[src/mmuAccPkg.sv]
package mmuAccPkg;

	// noRwx bit positions in the response
	localparam int flagNr   = 0;
	localparam int flagNw   = 1;
	localparam int flagNx   = 2;
	localparam int flagNc   = 3;
	localparam int flagNu   = 4;
	localparam int flagHold = 5;	// not-ready page
	localparam int baseNu   = 3;	// not-user bit inside the page base flags

	localparam logic [15:0] excNone    = 16'h0000;
	localparam logic [15:0] excTlbMiss = 16'hA001;
	localparam logic [15:0] excKeyDeny = 16'hA002;

	localparam logic [1:0] bypassTop = 2'b11;	// va[31:30] of the untranslated window

	typedef enum logic [1:0] {accRead, accWrite, accFetch} accKind_t;	// tag only

	typedef struct packed {
		logic [5:0] group;
		logic [9:0] user;
	} vugid_t;

	// mode and rights, word bits 15:4
	typedef struct packed {
		logic [2:0] oth;	// other triple, x w r
		logic [2:0] grp;	// group triple
		logic [2:0] usr;	// user triple
		logic       revGroup;	// group match taken from user compare
		logic [1:0] krMode;	// 00 deny, 01 keyring, 10 acl, 11 acl or group
	} accMode_t;

	typedef struct packed {
		logic       noCache;	// bit 35
		logic       notReady;	// bit 34
		logic       rsvd;
		logic       aclEnable;	// bit 32
		vugid_t     vugid;	// 31:16
		accMode_t   mode;	// 15:4
		logic [3:0] base;	// nu nx nw nr
	} accWord_t;

	typedef struct packed {
		logic [31:0]  vaddr;
		logic         supMode;	// user access when clear
		logic [1:0]   isr;
		vugid_t [3:0] keyring;	// key 0 in the low bits
		accKind_t     kind;
	} mmuReq_t;

	typedef struct packed {logic valid; logic [19:0] vpage; logic [19:0] ppage; accWord_t acc;} tlbEntry_t;
	typedef struct packed {logic rsvd; logic [2:0] present; accMode_t mode;} aclRepl_t;
	typedef struct packed {aclRepl_t repl; vugid_t key; vugid_t target;} aclEntry_t;
	typedef struct packed {logic [31:0] paddr; logic hit; logic [5:0] noRwx; logic [15:0] exc;} mmuResp_t;

	typedef struct packed {mmuReq_t req; logic mmuEnable; logic userMode; logic [3:0] keyValid;} s1_t;
	typedef struct packed {s1_t s1; logic hit; logic [19:0] ppage; accWord_t acc;} s2_t;
	typedef struct packed {s2_t s2; vugid_t vugid; accMode_t mode; logic aclUsed;} s3_t;

endpackage

[src/mmuAccCheck.sv]
`timescale 1ns/1ps

module mmuAccCheck
	import mmuAccPkg::*;
(
	input  logic     clock,
	input  logic     rstN,
	input  logic     inValid,
	input  s3_t      in,
	output logic     respValid,
	output mmuResp_t resp
);

	mmuReq_t    req;
	accWord_t   acc;	// page word as looked up
	accMode_t   mode;	// effective mode, possibly from the acl
	vugid_t     vugid;
	logic [3:0] keyValid;
	logic [3:0] grpEq;
	logic [3:0] usrEq;
	logic       usrMatch;
	logic       grpMatch;
	logic [2:0] rights;	// x w r
	logic       usDeny;
	logic       bypass;
	mmuResp_t   nextResp;

	assign req      = in.s2.s1.req;
	assign acc      = in.s2.acc;
	assign mode     = in.mode;
	assign vugid    = in.vugid;
	assign keyValid = in.s2.s1.keyValid;
	assign bypass   = (req.vaddr[31:30] == bypassTop);
	assign usDeny   = acc.base[baseNu] && in.s2.s1.userMode;

	// keyring compare against the effective vugid
	always_comb
	begin
		for (int k = 0; k < 4; k++)
		begin
			grpEq[k] = keyValid[k] && (req.keyring[k].group == vugid.group);
			usrEq[k] = keyValid[k] && (req.keyring[k].user == vugid.user);
		end
	end

	assign usrMatch = |(grpEq & usrEq);	// needs both halves
	assign grpMatch = mode.revGroup ? (|usrEq) : (|grpEq);
	assign rights   = usrMatch ? mode.usr : (grpMatch ? mode.grp : mode.oth);

	always_comb
	begin
		nextResp.paddr = {in.s2.ppage, req.vaddr[11:0]};
		nextResp.hit   = in.s2.hit;
		nextResp.noRwx = '0;
		nextResp.exc   = excNone;

		if (keyValid[0])	// keyring checks need key 0
		begin
			case (mode.krMode)
				2'b00: nextResp.noRwx[flagNx:flagNr] = 3'b111;
				2'b01: nextResp.noRwx[flagNx:flagNr] = ~rights;
				2'b10:
				begin
					if (in.aclUsed)
						nextResp.noRwx[flagNx:flagNr] = ~rights;
					else
						nextResp.exc = excKeyDeny;
				end
				default:
				begin
					if (in.aclUsed || grpMatch)
						nextResp.noRwx[flagNx:flagNr] = ~rights;
					else
						nextResp.exc = excKeyDeny;
				end
			endcase
		end

		// page base flags on top
		nextResp.noRwx[flagNx:flagNr] |= acc.base[2:0] | {3{usDeny}};
		nextResp.noRwx[flagNu]        = usDeny;
		nextResp.noRwx[flagNc]        = acc.noCache;
		nextResp.noRwx[flagHold]      = acc.notReady && acc.noCache;

		if (!in.s2.hit)
		begin
			nextResp.exc   = excTlbMiss;
			nextResp.noRwx = '1;	// nothing allowed on a miss
		end

		if (!in.s2.s1.mmuEnable || bypass)
		begin
			nextResp.paddr = req.vaddr;	// identity
			nextResp.noRwx = '0;
			nextResp.exc   = excNone;
		end
	end

	always_ff @(posedge clock)
	begin
		if (!rstN)
			respValid <= 1'b0;
		else
			respValid <= inValid;
	end

	always_ff @(posedge clock)
	begin
		resp <= nextResp;
	end

endmodule

[src/mmuAccTop.sv]
`timescale 1ns/1ps

module mmuAccTop
	import mmuAccPkg::*;
#(
	parameter int tlbEntries = 8,
	parameter int aclEntries = 4
)
(
	input  logic                          clock,
	input  logic                          rstN,
	input  logic                          reqValid,
	input  mmuReq_t                       req,
	input  logic                          mmcrEnable,
	input  logic                          tlbWrValid,
	input  logic [$clog2(tlbEntries)-1:0] tlbWrIndex,
	input  tlbEntry_t                     tlbWrEntry,
	input  logic                          aclWrValid,
	input  logic [$clog2(aclEntries)-1:0] aclWrIndex,
	input  aclEntry_t                     aclWrEntry,
	output logic                          respValid,	// reqValid plus four clocks
	output mmuResp_t                      resp
);

	logic s1Valid;
	s1_t  s1;
	logic s2Valid;
	s2_t  s2;
	logic s3Valid;
	s3_t  s3;

	mmuReqStage u_req (.clock(clock), .rstN(rstN), .reqValid(reqValid), .req(req),
		.mmcrEnable(mmcrEnable), .outValid(s1Valid), .out(s1));

	mmuTlb #(.tlbEntries(tlbEntries)) u_tlb (.clock(clock), .rstN(rstN),
		.wrValid(tlbWrValid), .wrIndex(tlbWrIndex), .wrEntry(tlbWrEntry),
		.inValid(s1Valid), .in(s1), .outValid(s2Valid), .out(s2));

	// acl override picked by keyring
	mmuAclSelect #(.aclEntries(aclEntries)) u_acl (.clock(clock), .rstN(rstN),
		.wrValid(aclWrValid), .wrIndex(aclWrIndex), .wrEntry(aclWrEntry),
		.inValid(s2Valid), .in(s2), .outValid(s3Valid), .out(s3));

	mmuAccCheck u_chk (.clock(clock), .rstN(rstN), .inValid(s3Valid), .in(s3),
		.respValid(respValid), .resp(resp));

endmodule

[src/mmuAclSelect.sv]
`timescale 1ns/1ps

module mmuAclSelect
	import mmuAccPkg::*;
#(
	parameter int aclEntries = 4
)
(
	input  logic                          clock,
	input  logic                          rstN,
	input  logic                          wrValid,
	input  logic [$clog2(aclEntries)-1:0] wrIndex,
	input  aclEntry_t                     wrEntry,
	input  logic                          inValid,
	input  s2_t                           in,
	output logic                          outValid,
	output s3_t                           out
);

	aclEntry_t       aclMem [aclEntries];
	logic [aclEntries-1:0] applies;	// per entry, target and key both match
	logic            found;
	s3_t             nextOut;

	always_comb
	begin
		for (int i = 0; i < aclEntries; i++)
		begin
			applies[i] = 1'b0;
			for (int k = 0; k < 4; k++)
			begin
				// only populated keys may unlock an entry
				if (in.s1.keyValid[k] && (aclMem[i].key == in.s1.req.keyring[k]))
				begin
					applies[i] = 1'b1;
				end
			end
			applies[i] = applies[i] && in.acc.aclEnable && (aclMem[i].target == in.acc.vugid);
		end
	end

	always_comb
	begin
		found           = 1'b0;
		nextOut.s2      = in;
		nextOut.vugid   = in.acc.vugid;	// page defaults
		nextOut.mode    = in.acc.mode;
		nextOut.aclUsed = 1'b0;
		for (int i = 0; i < aclEntries; i++)
		begin
			if (!found && applies[i])
			begin
				found = 1'b1;	// first hit decides, even with no rights present
				if (aclMem[i].repl.present != '0)
				begin
					nextOut.vugid   = aclMem[i].key;
					nextOut.mode    = aclMem[i].repl.mode;
					nextOut.aclUsed = 1'b1;
				end
			end
		end
	end

	always_ff @(posedge clock)
	begin
		if (!rstN)
		begin
			for (int i = 0; i < aclEntries; i++)
			begin
				aclMem[i] <= '0;
			end
			outValid <= 1'b0;
		end
		else
		begin
			if (wrValid)
			begin
				aclMem[wrIndex] <= wrEntry;	// old contents seen this cycle
			end
			outValid <= inValid;
		end
	end

	always_ff @(posedge clock)
	begin
		out <= nextOut;
	end

endmodule

[src/mmuReqStage.sv]
`timescale 1ns/1ps

module mmuReqStage
	import mmuAccPkg::*;
(
	input  logic    clock,
	input  logic    rstN,
	input  logic    reqValid,	// one request per strobe
	input  mmuReq_t req,
	input  logic    mmcrEnable,
	output logic    outValid,
	output s1_t     out
);

	logic       isrLock;	// both isr bits set
	logic [3:0] keyValid;
	s1_t        nextOut;

	assign isrLock = &req.isr;	// interrupt handler runs untranslated

	// a zero key marks an empty keyring slot
	always_comb
	begin
		for (int k = 0; k < 4; k++)
		begin
			keyValid[k] = (req.keyring[k] != '0);
		end
	end

	always_comb
	begin
		nextOut.req       = req;
		nextOut.mmuEnable = mmcrEnable && !isrLock;
		nextOut.userMode  = !req.supMode;	// user unless supervisor bit
		nextOut.keyValid  = keyValid;
	end

	// stage valid
	always_ff @(posedge clock)
	begin
		if (!rstN)
		begin
			outValid <= 1'b0;
		end
		else
		begin
			outValid <= reqValid;
		end
	end

	always_ff @(posedge clock)
	begin
		out <= nextOut;	// taken every cycle, qualified by outValid
	end

endmodule

[src/mmuTlb.sv]
`timescale 1ns/1ps

module mmuTlb
	import mmuAccPkg::*;
#(
	parameter int tlbEntries = 8
)
(
	input  logic                          clock,
	input  logic                          rstN,
	input  logic                          wrValid,	// single-cycle load strobe
	input  logic [$clog2(tlbEntries)-1:0] wrIndex,	// slot chosen by the loader
	input  tlbEntry_t                     wrEntry,
	input  logic                          inValid,
	input  s1_t                           in,
	output logic                          outValid,
	output s2_t                           out
);

	tlbEntry_t   tlbMem [tlbEntries];
	logic [19:0] vpage;
	logic        hit;
	logic [19:0] ppage;
	accWord_t    acc;
	s2_t         nextOut;

	assign vpage = in.req.vaddr[31:12];

	// fully associative compare
	always_comb
	begin
		hit   = 1'b0;
		ppage = '0;
		acc   = '0;	// a miss carries an empty word
		// walk downward so the lowest matching slot is left standing
		for (int i = tlbEntries - 1; i >= 0; i--)
		begin
			if (tlbMem[i].valid && (tlbMem[i].vpage == vpage))
			begin
				hit   = 1'b1;
				ppage = tlbMem[i].ppage;
				acc   = tlbMem[i].acc;
			end
		end
	end

	always_comb
	begin
		nextOut.s1    = in;
		nextOut.hit   = hit;
		nextOut.ppage = ppage;
		nextOut.acc   = acc;
	end

	// entry store, write visible on the next lookup
	always_ff @(posedge clock)
	begin
		if (!rstN)
		begin
			for (int i = 0; i < tlbEntries; i++)
			begin
				tlbMem[i] <= '0;	// all slots invalid
			end
		end
		else if (wrValid)
		begin
			tlbMem[wrIndex] <= wrEntry;
		end
	end

	always_ff @(posedge clock)
	begin
		if (!rstN)
		begin
			outValid <= 1'b0;
		end
		else
		begin
			outValid <= inValid;
		end
	end

	always_ff @(posedge clock)
	begin
		out <= nextOut;
	end

endmodule

[config.mk]
export PLATFORM = sky130hd
export DESIGN_NAME = mmuAccTop
export DESIGN_NICKNAME = d
export VERILOG_FILES = /design/src/mmuAccPkg.sv /design/src/mmuAccCheck.sv /design/src/mmuAccTop.sv /design/src/mmuAclSelect.sv /design/src/mmuReqStage.sv /design/src/mmuTlb.sv
export SDC_FILE = /design/constraint.sdc
export NUM_CORES = 2
export LEC_CHECK = 0
export ABC_AREA = 1
export BUFFER_PORTS_ARGS = -buffer_cell sky130_fd_sc_hd__buf_2
export CAP_MARGIN = 25
export CORE_AREA = 2 2 267 401
export CTS_BUF_LIST = sky130_fd_sc_hd__clkbuf_16
export CTS_CLUSTER_DIAMETER = 150
export DETAILED_ROUTE_END_ITERATION = 7
export DIE_AREA = 0 0 269 403
export PLACE_DENSITY = 0.74
export RECOVER_POWER = 25
export SLEW_MARGIN = 5
export SYNTH_ARGS = -nofsm -noshare
export SYNTH_HDL_FRONTEND = slang
export SYNTH_HIERARCHICAL = 1
export SYNTH_SLANG_ARGS = --single-unit
[constraint.sdc]
create_clock -name clock -period 5 [get_ports clock]
set_input_delay 0.5 -clock clock [delete_from_list [all_inputs] [get_ports clock]]
set_output_delay 0.5 -clock clock [all_outputs]
set_load 0.05 [all_outputs]
# After elaboration in Yosys (flattened, before gate mapping)
# Memories as Yosys holds them, arrays and structs flattened.
# Index checks and enable logic that the tools add are counted.
# Widths: inputs -> output; s select.
[word_totals]
register_bits = 477
ramBits = 808
in_bits = 237
output_inout_bits = 56
elab_cells = 259
memories = 2
[mem_list]
columns = ["name", "depth", "word_bits", "read_ports", "rd_clocked_by_memory_dff", "write_ports", "line_no", "source"]
rows = [
  ["u_tlb.tlbMem", 8, 77, 8, 0, 8, "mmuTlb.sv:20", "tlbEntry_t tlbMem [tlbEntries];"],
  ["u_acl.aclMem", 4, 48, 4, 0, 4, "mmuAclSelect.sv:20", "aclEntry_t aclMem [aclEntries];"],
]
[op_classes]
eq_ne = 39
mux = 69
bitwise = 6
reduce_logical = 72
[ops]
columns = ["op", "n"]
rows = [
  ["$eq 16x16->1", 20],
  ["$mux 36", 8],
  ["$mux 29", 8],
  ["$eq 20x20->1", 8],
  ["$mux 20", 8],
  ["$mux 77", 1],
  ["$reduce_or 77->1", 1],
  ["$reduce_bool 16->1", 4],
  ["$mux 48", 1],
  ["$reduce_or 48->1", 1],
  ["$logic_and 1x1->1", 46],
  ["$eq 10x10->1", 4],
  ["$mux 16", 2],
  ["$mux 32", 1],
  ["$pmux 16 s2", 1],
  ["$mux 1", 30],
  ["$eq 6x6->1", 4],
  ["$mux 22", 1],
  ["$mux 19", 1],
  ["$mux 3", 5],
  ["$reduce_bool 3->1", 4],
  ["$reduce_or 4->1", 3],
  ["$pmux 3 s3", 1],
  ["$reduce_or 7->1", 1],
  ["other kinds (13)", 22],
]

# Depth between registers and ports, before layout
[logic_depth]
word_depth = 18
mapped_depth = 19
ltp_nobuf = 17

# Hierarchy
# Netlist, hierarchy kept.
[by_module_without_submodules]
columns = ["module", "n_inst", "cells_per_inst", "area_per_inst_um2", "seq_area_each_um2"]
rows = [
  ["mmuTlb", 1, 3319, 32148.3, 21800.9],
  ["mmuAclSelect", 1, 2432, 18865.6, 9529.1],
  ["mmuAccCheck", 1, 490, 2922.8, 860.8],
  ["mmuReqStage", 1, 172, 2406.1, 2162.1],
]

# Least setup slack after synthesis
# No wires, ideal clock.
[synth_path]
path_kind = "input-to-reg"
from = "in rstN"
to = "mem u_acl/aclMem[2][0] (netlist bit) (enable)"
setup_time_ns = 0.517
arrival_time_ns = 4.161
required_ns = 4.483
slack_ns = 0.322
path_stages = 3
n_path_buf = 1
cell_sequence = "nand2_1 clkbuf_1 o21ai_0"
[synth_lines]
columns = ["element", "line_no", "source"]
rows = [
  ["start: declaration", "mmuAccTop.sv:11", "input logic rstN,"],
  ["end: declaration", "mmuAclSelect.sv:20", ""],
]

==> flow_metrics.env <==
export IMPL_run_status="finished, violations left"
export IMPL_violations="max-capacitance violations, max-slew violations"
export IMPL_fp_dieW_um=269
export IMPL_vias_per_cell=5.63
export IMPL_initialDrtViolationCount=5352
export IMPL_crit_arrival_ns=4.62
export IMPL_switching_power_mw=5.93
export IMPL_final_hold_viol_count=0
export IMPL_area_growth_synth_to_final_pct=13.3
export IMPL_power_per_cell_area_nw_per_um2=365
export IMPL_clockPowerShare_pct=38.4
export IMPL_timing_clock_skew_ns=0.0290
export IMPL_dp_final_hpwl_mm=149
export IMPL_clkSlewWorstSetupHoldPaths_ns=0.07
export IMPL_place_congestion=1.07
export IMPL_postCtsSetupRepairBufs=0
export IMPL_fillerInstances=9079
export IMPL_holdCritStartpoint="aclWrEntry[19]"
export IMPL_first_pass_grt_wire_length_mm=308
export IMPL_worst_setup_path_startpoint="rstN"
export IMPL_vias=45988
export IMPL_start_util_pct=52.4
export IMPL_maxSlewHeadroom_pct=-93.3
export IMPL_class_of_the_tightest_hold_or_removal_check="primary input to register"
export IMPL_worstSetupPathType="primary input to register"
export IMPL_most_common_layout_cells="nor2_1 (1622), nand2_1 (1584), edfxtp_1 (796)"
export IMPL_floorplan_io_pins=293
export IMPL_floorplan_die_area_um2=108000
export IMPL_cp_max_fo=55
export IMPL_yosysWarnings=6
export IMPL_final_layout_size_suffix_gt1_share_pct=10.9
export IMPL_unrepaired_setup_endpoints_after_global_routing="no"
export IMPL_finalSetupViolCount=0
export IMPL_number_of_buffers_on_the_longest_clock_path=3
export IMPL_maxCapViolCount=6
export IMPL_detailedPlace_worstSlack_ns=1.54
export IMPL_tritoncts="done"
export IMPL_power_share_sequential_pct=53.1
export IMPL_core_area_um2=105000
export IMPL_combPwrFrac_pct=8.4
export IMPL_cts_hold_buffers_added=100
export IMPL_final_max_slew_violation_count=200
export IMPL_peakVddDrop_mv=0.349
export IMPL_max_freq_mhz=233
export IMPL_first_global_vias=44265
export IMPL_tightestPinTransition_ns=2.90
export IMPL_synth_area_um2=55100
export IMPL_antenna_left=0
export IMPL_multi_input_logic_area_um2=18300
export IMPL_grt_overflow=0
export IMPL_switching_fraction_of_total_power_pct=26.0
export IMPL_wl_mm=221
export IMPL_die_h_um=403
export IMPL_final_tns_setup_ns=0
export IMPL_most_common_library_cell_in_the_layout_ignoring_fill_and_taps="nor2_1"
export IMPL_grt_antenna_before_repair=25
export IMPL_worstReg2RegStart="u_tlb/out[81]"
export IMPL_post_cts_resized_instances=0
export IMPL_timing_final_crit_share_pct=85.7
export IMPL_groute_usage_overall_pct=40.8
export IMPL_fin_crit_ns=4.28
export IMPL_wl_per_cell_um=27.0
export IMPL_drcViolationCount=0
export IMPL_cts_buffers_inserted=113
export IMPL_layout_nets=6898
export IMPL_critical_path_startpoint_type="primary input"
export IMPL_htreeDepth=3
export IMPL_leak_nw=27.6
export IMPL_pin_count_of_the_biggest_net_entering_global_routing=80
export IMPL_timing_critical_path_to_type="register"
export IMPL_std_cell_rows=146
export IMPL_regArea_um2=33200
export IMPL_clock_sink_count=1260
export IMPL_io_buffer_count=276
export IMPL_critPathRequiredTime_ns=5.34
export IMPL_insertion_delay_ns=0.75
export IMPL_postSynthCellCount=6329
export IMPL_clockRootBuffer="clkbuf_16"
export IMPL_intPower_mw=16.8
export IMPL_syn_avg_cell_area_um2=8.70
export IMPL_worst_slack_ns=0.717
export IMPL_number_of_iterations_in_the_first_detailed_routing_pass=8
-- worst paths after layout --
check                                      endpoint  cells past startpoint  slack (ns)
worst min-delay path            u_acl/aclMem[3][19]                      3        0.12
worst max-delay path            u_acl/aclMem[2][45]                      4        0.72
worst min register to register        u_acl/out[30]                      0        0.32
worst max register to register         u_acl/out[2]                     16        0.90
-- worst max-delay path: stages --
cell,delay (ns)
clkbuf_1,0.24
nand2_1,1.51
clkbuf_1,2.13
nor3_1,0.19
-- routing by layer --
metal	vias up	track usage (%)	routed length (µm)
met3	792	10.9	20100
met2	2612	67.8	107000
met4	30	35.0	22900
met5	-	0.825	297
li1	20758	-	-
met1	21796	42.4	70900
-- area by class of cell --
class                   count  area share (%)
diodes                      8          0.0321
well taps                1406            2.82
clock buffers             121            4.85
flip-flops and latches   1260            53.2
inverters                 598            3.60
repair buffers            479            5.07
clock inverters            91            1.10
multi-input cells        4209            29.3
-- stage by stage --
step / total power [mW] / instances / hold WS, ns / utilization [%] / instance area, µm²
2_1_floorplan: 13.1 / 6340 / 0.310 / - / 55100
3_5_place_dp: 14.0 / 7848 / 0.312 / 55.0 / 57800
3_3_place_gp: 14.0 / 7848 / 0.310 / 55.0 / 57800
4_1_cts: 22.7 / 8160 / 0.0697 / 59.5 / 62500
6_report: 22.8 / 8172 / 0.115 / 59.4 / 62400
5_1_grt: 23.3 / 8164 / 0.104 / 59.4 / 62400
-- state kept, by name, summed over array words and instances (netlist names) --
register / flops
u_req/out: 102
u_acl/outValid: 1
u_acl/out: 158
u_chk/respValid: 1
u_tlb/outValid: 1
u_tlb/tlbMem: 608
u_req/outValid: 1
u_tlb/out: 158
u_chk/resp: 42
u_acl/aclMem: 188
-- power by group through the flow --
stage	Combinational, mW	Clock (mW)	Sequential [mW]
floorplan	0.954	0	12.1
global placement	1.75	0	12.3
detailed placement	1.76	0	12.3
CTS	1.83	8.82	12.1
global route	2.02	9.18	12.1
finish	1.92	8.75	12.1
Note: power is estimated with default switching activity, not from simulation.
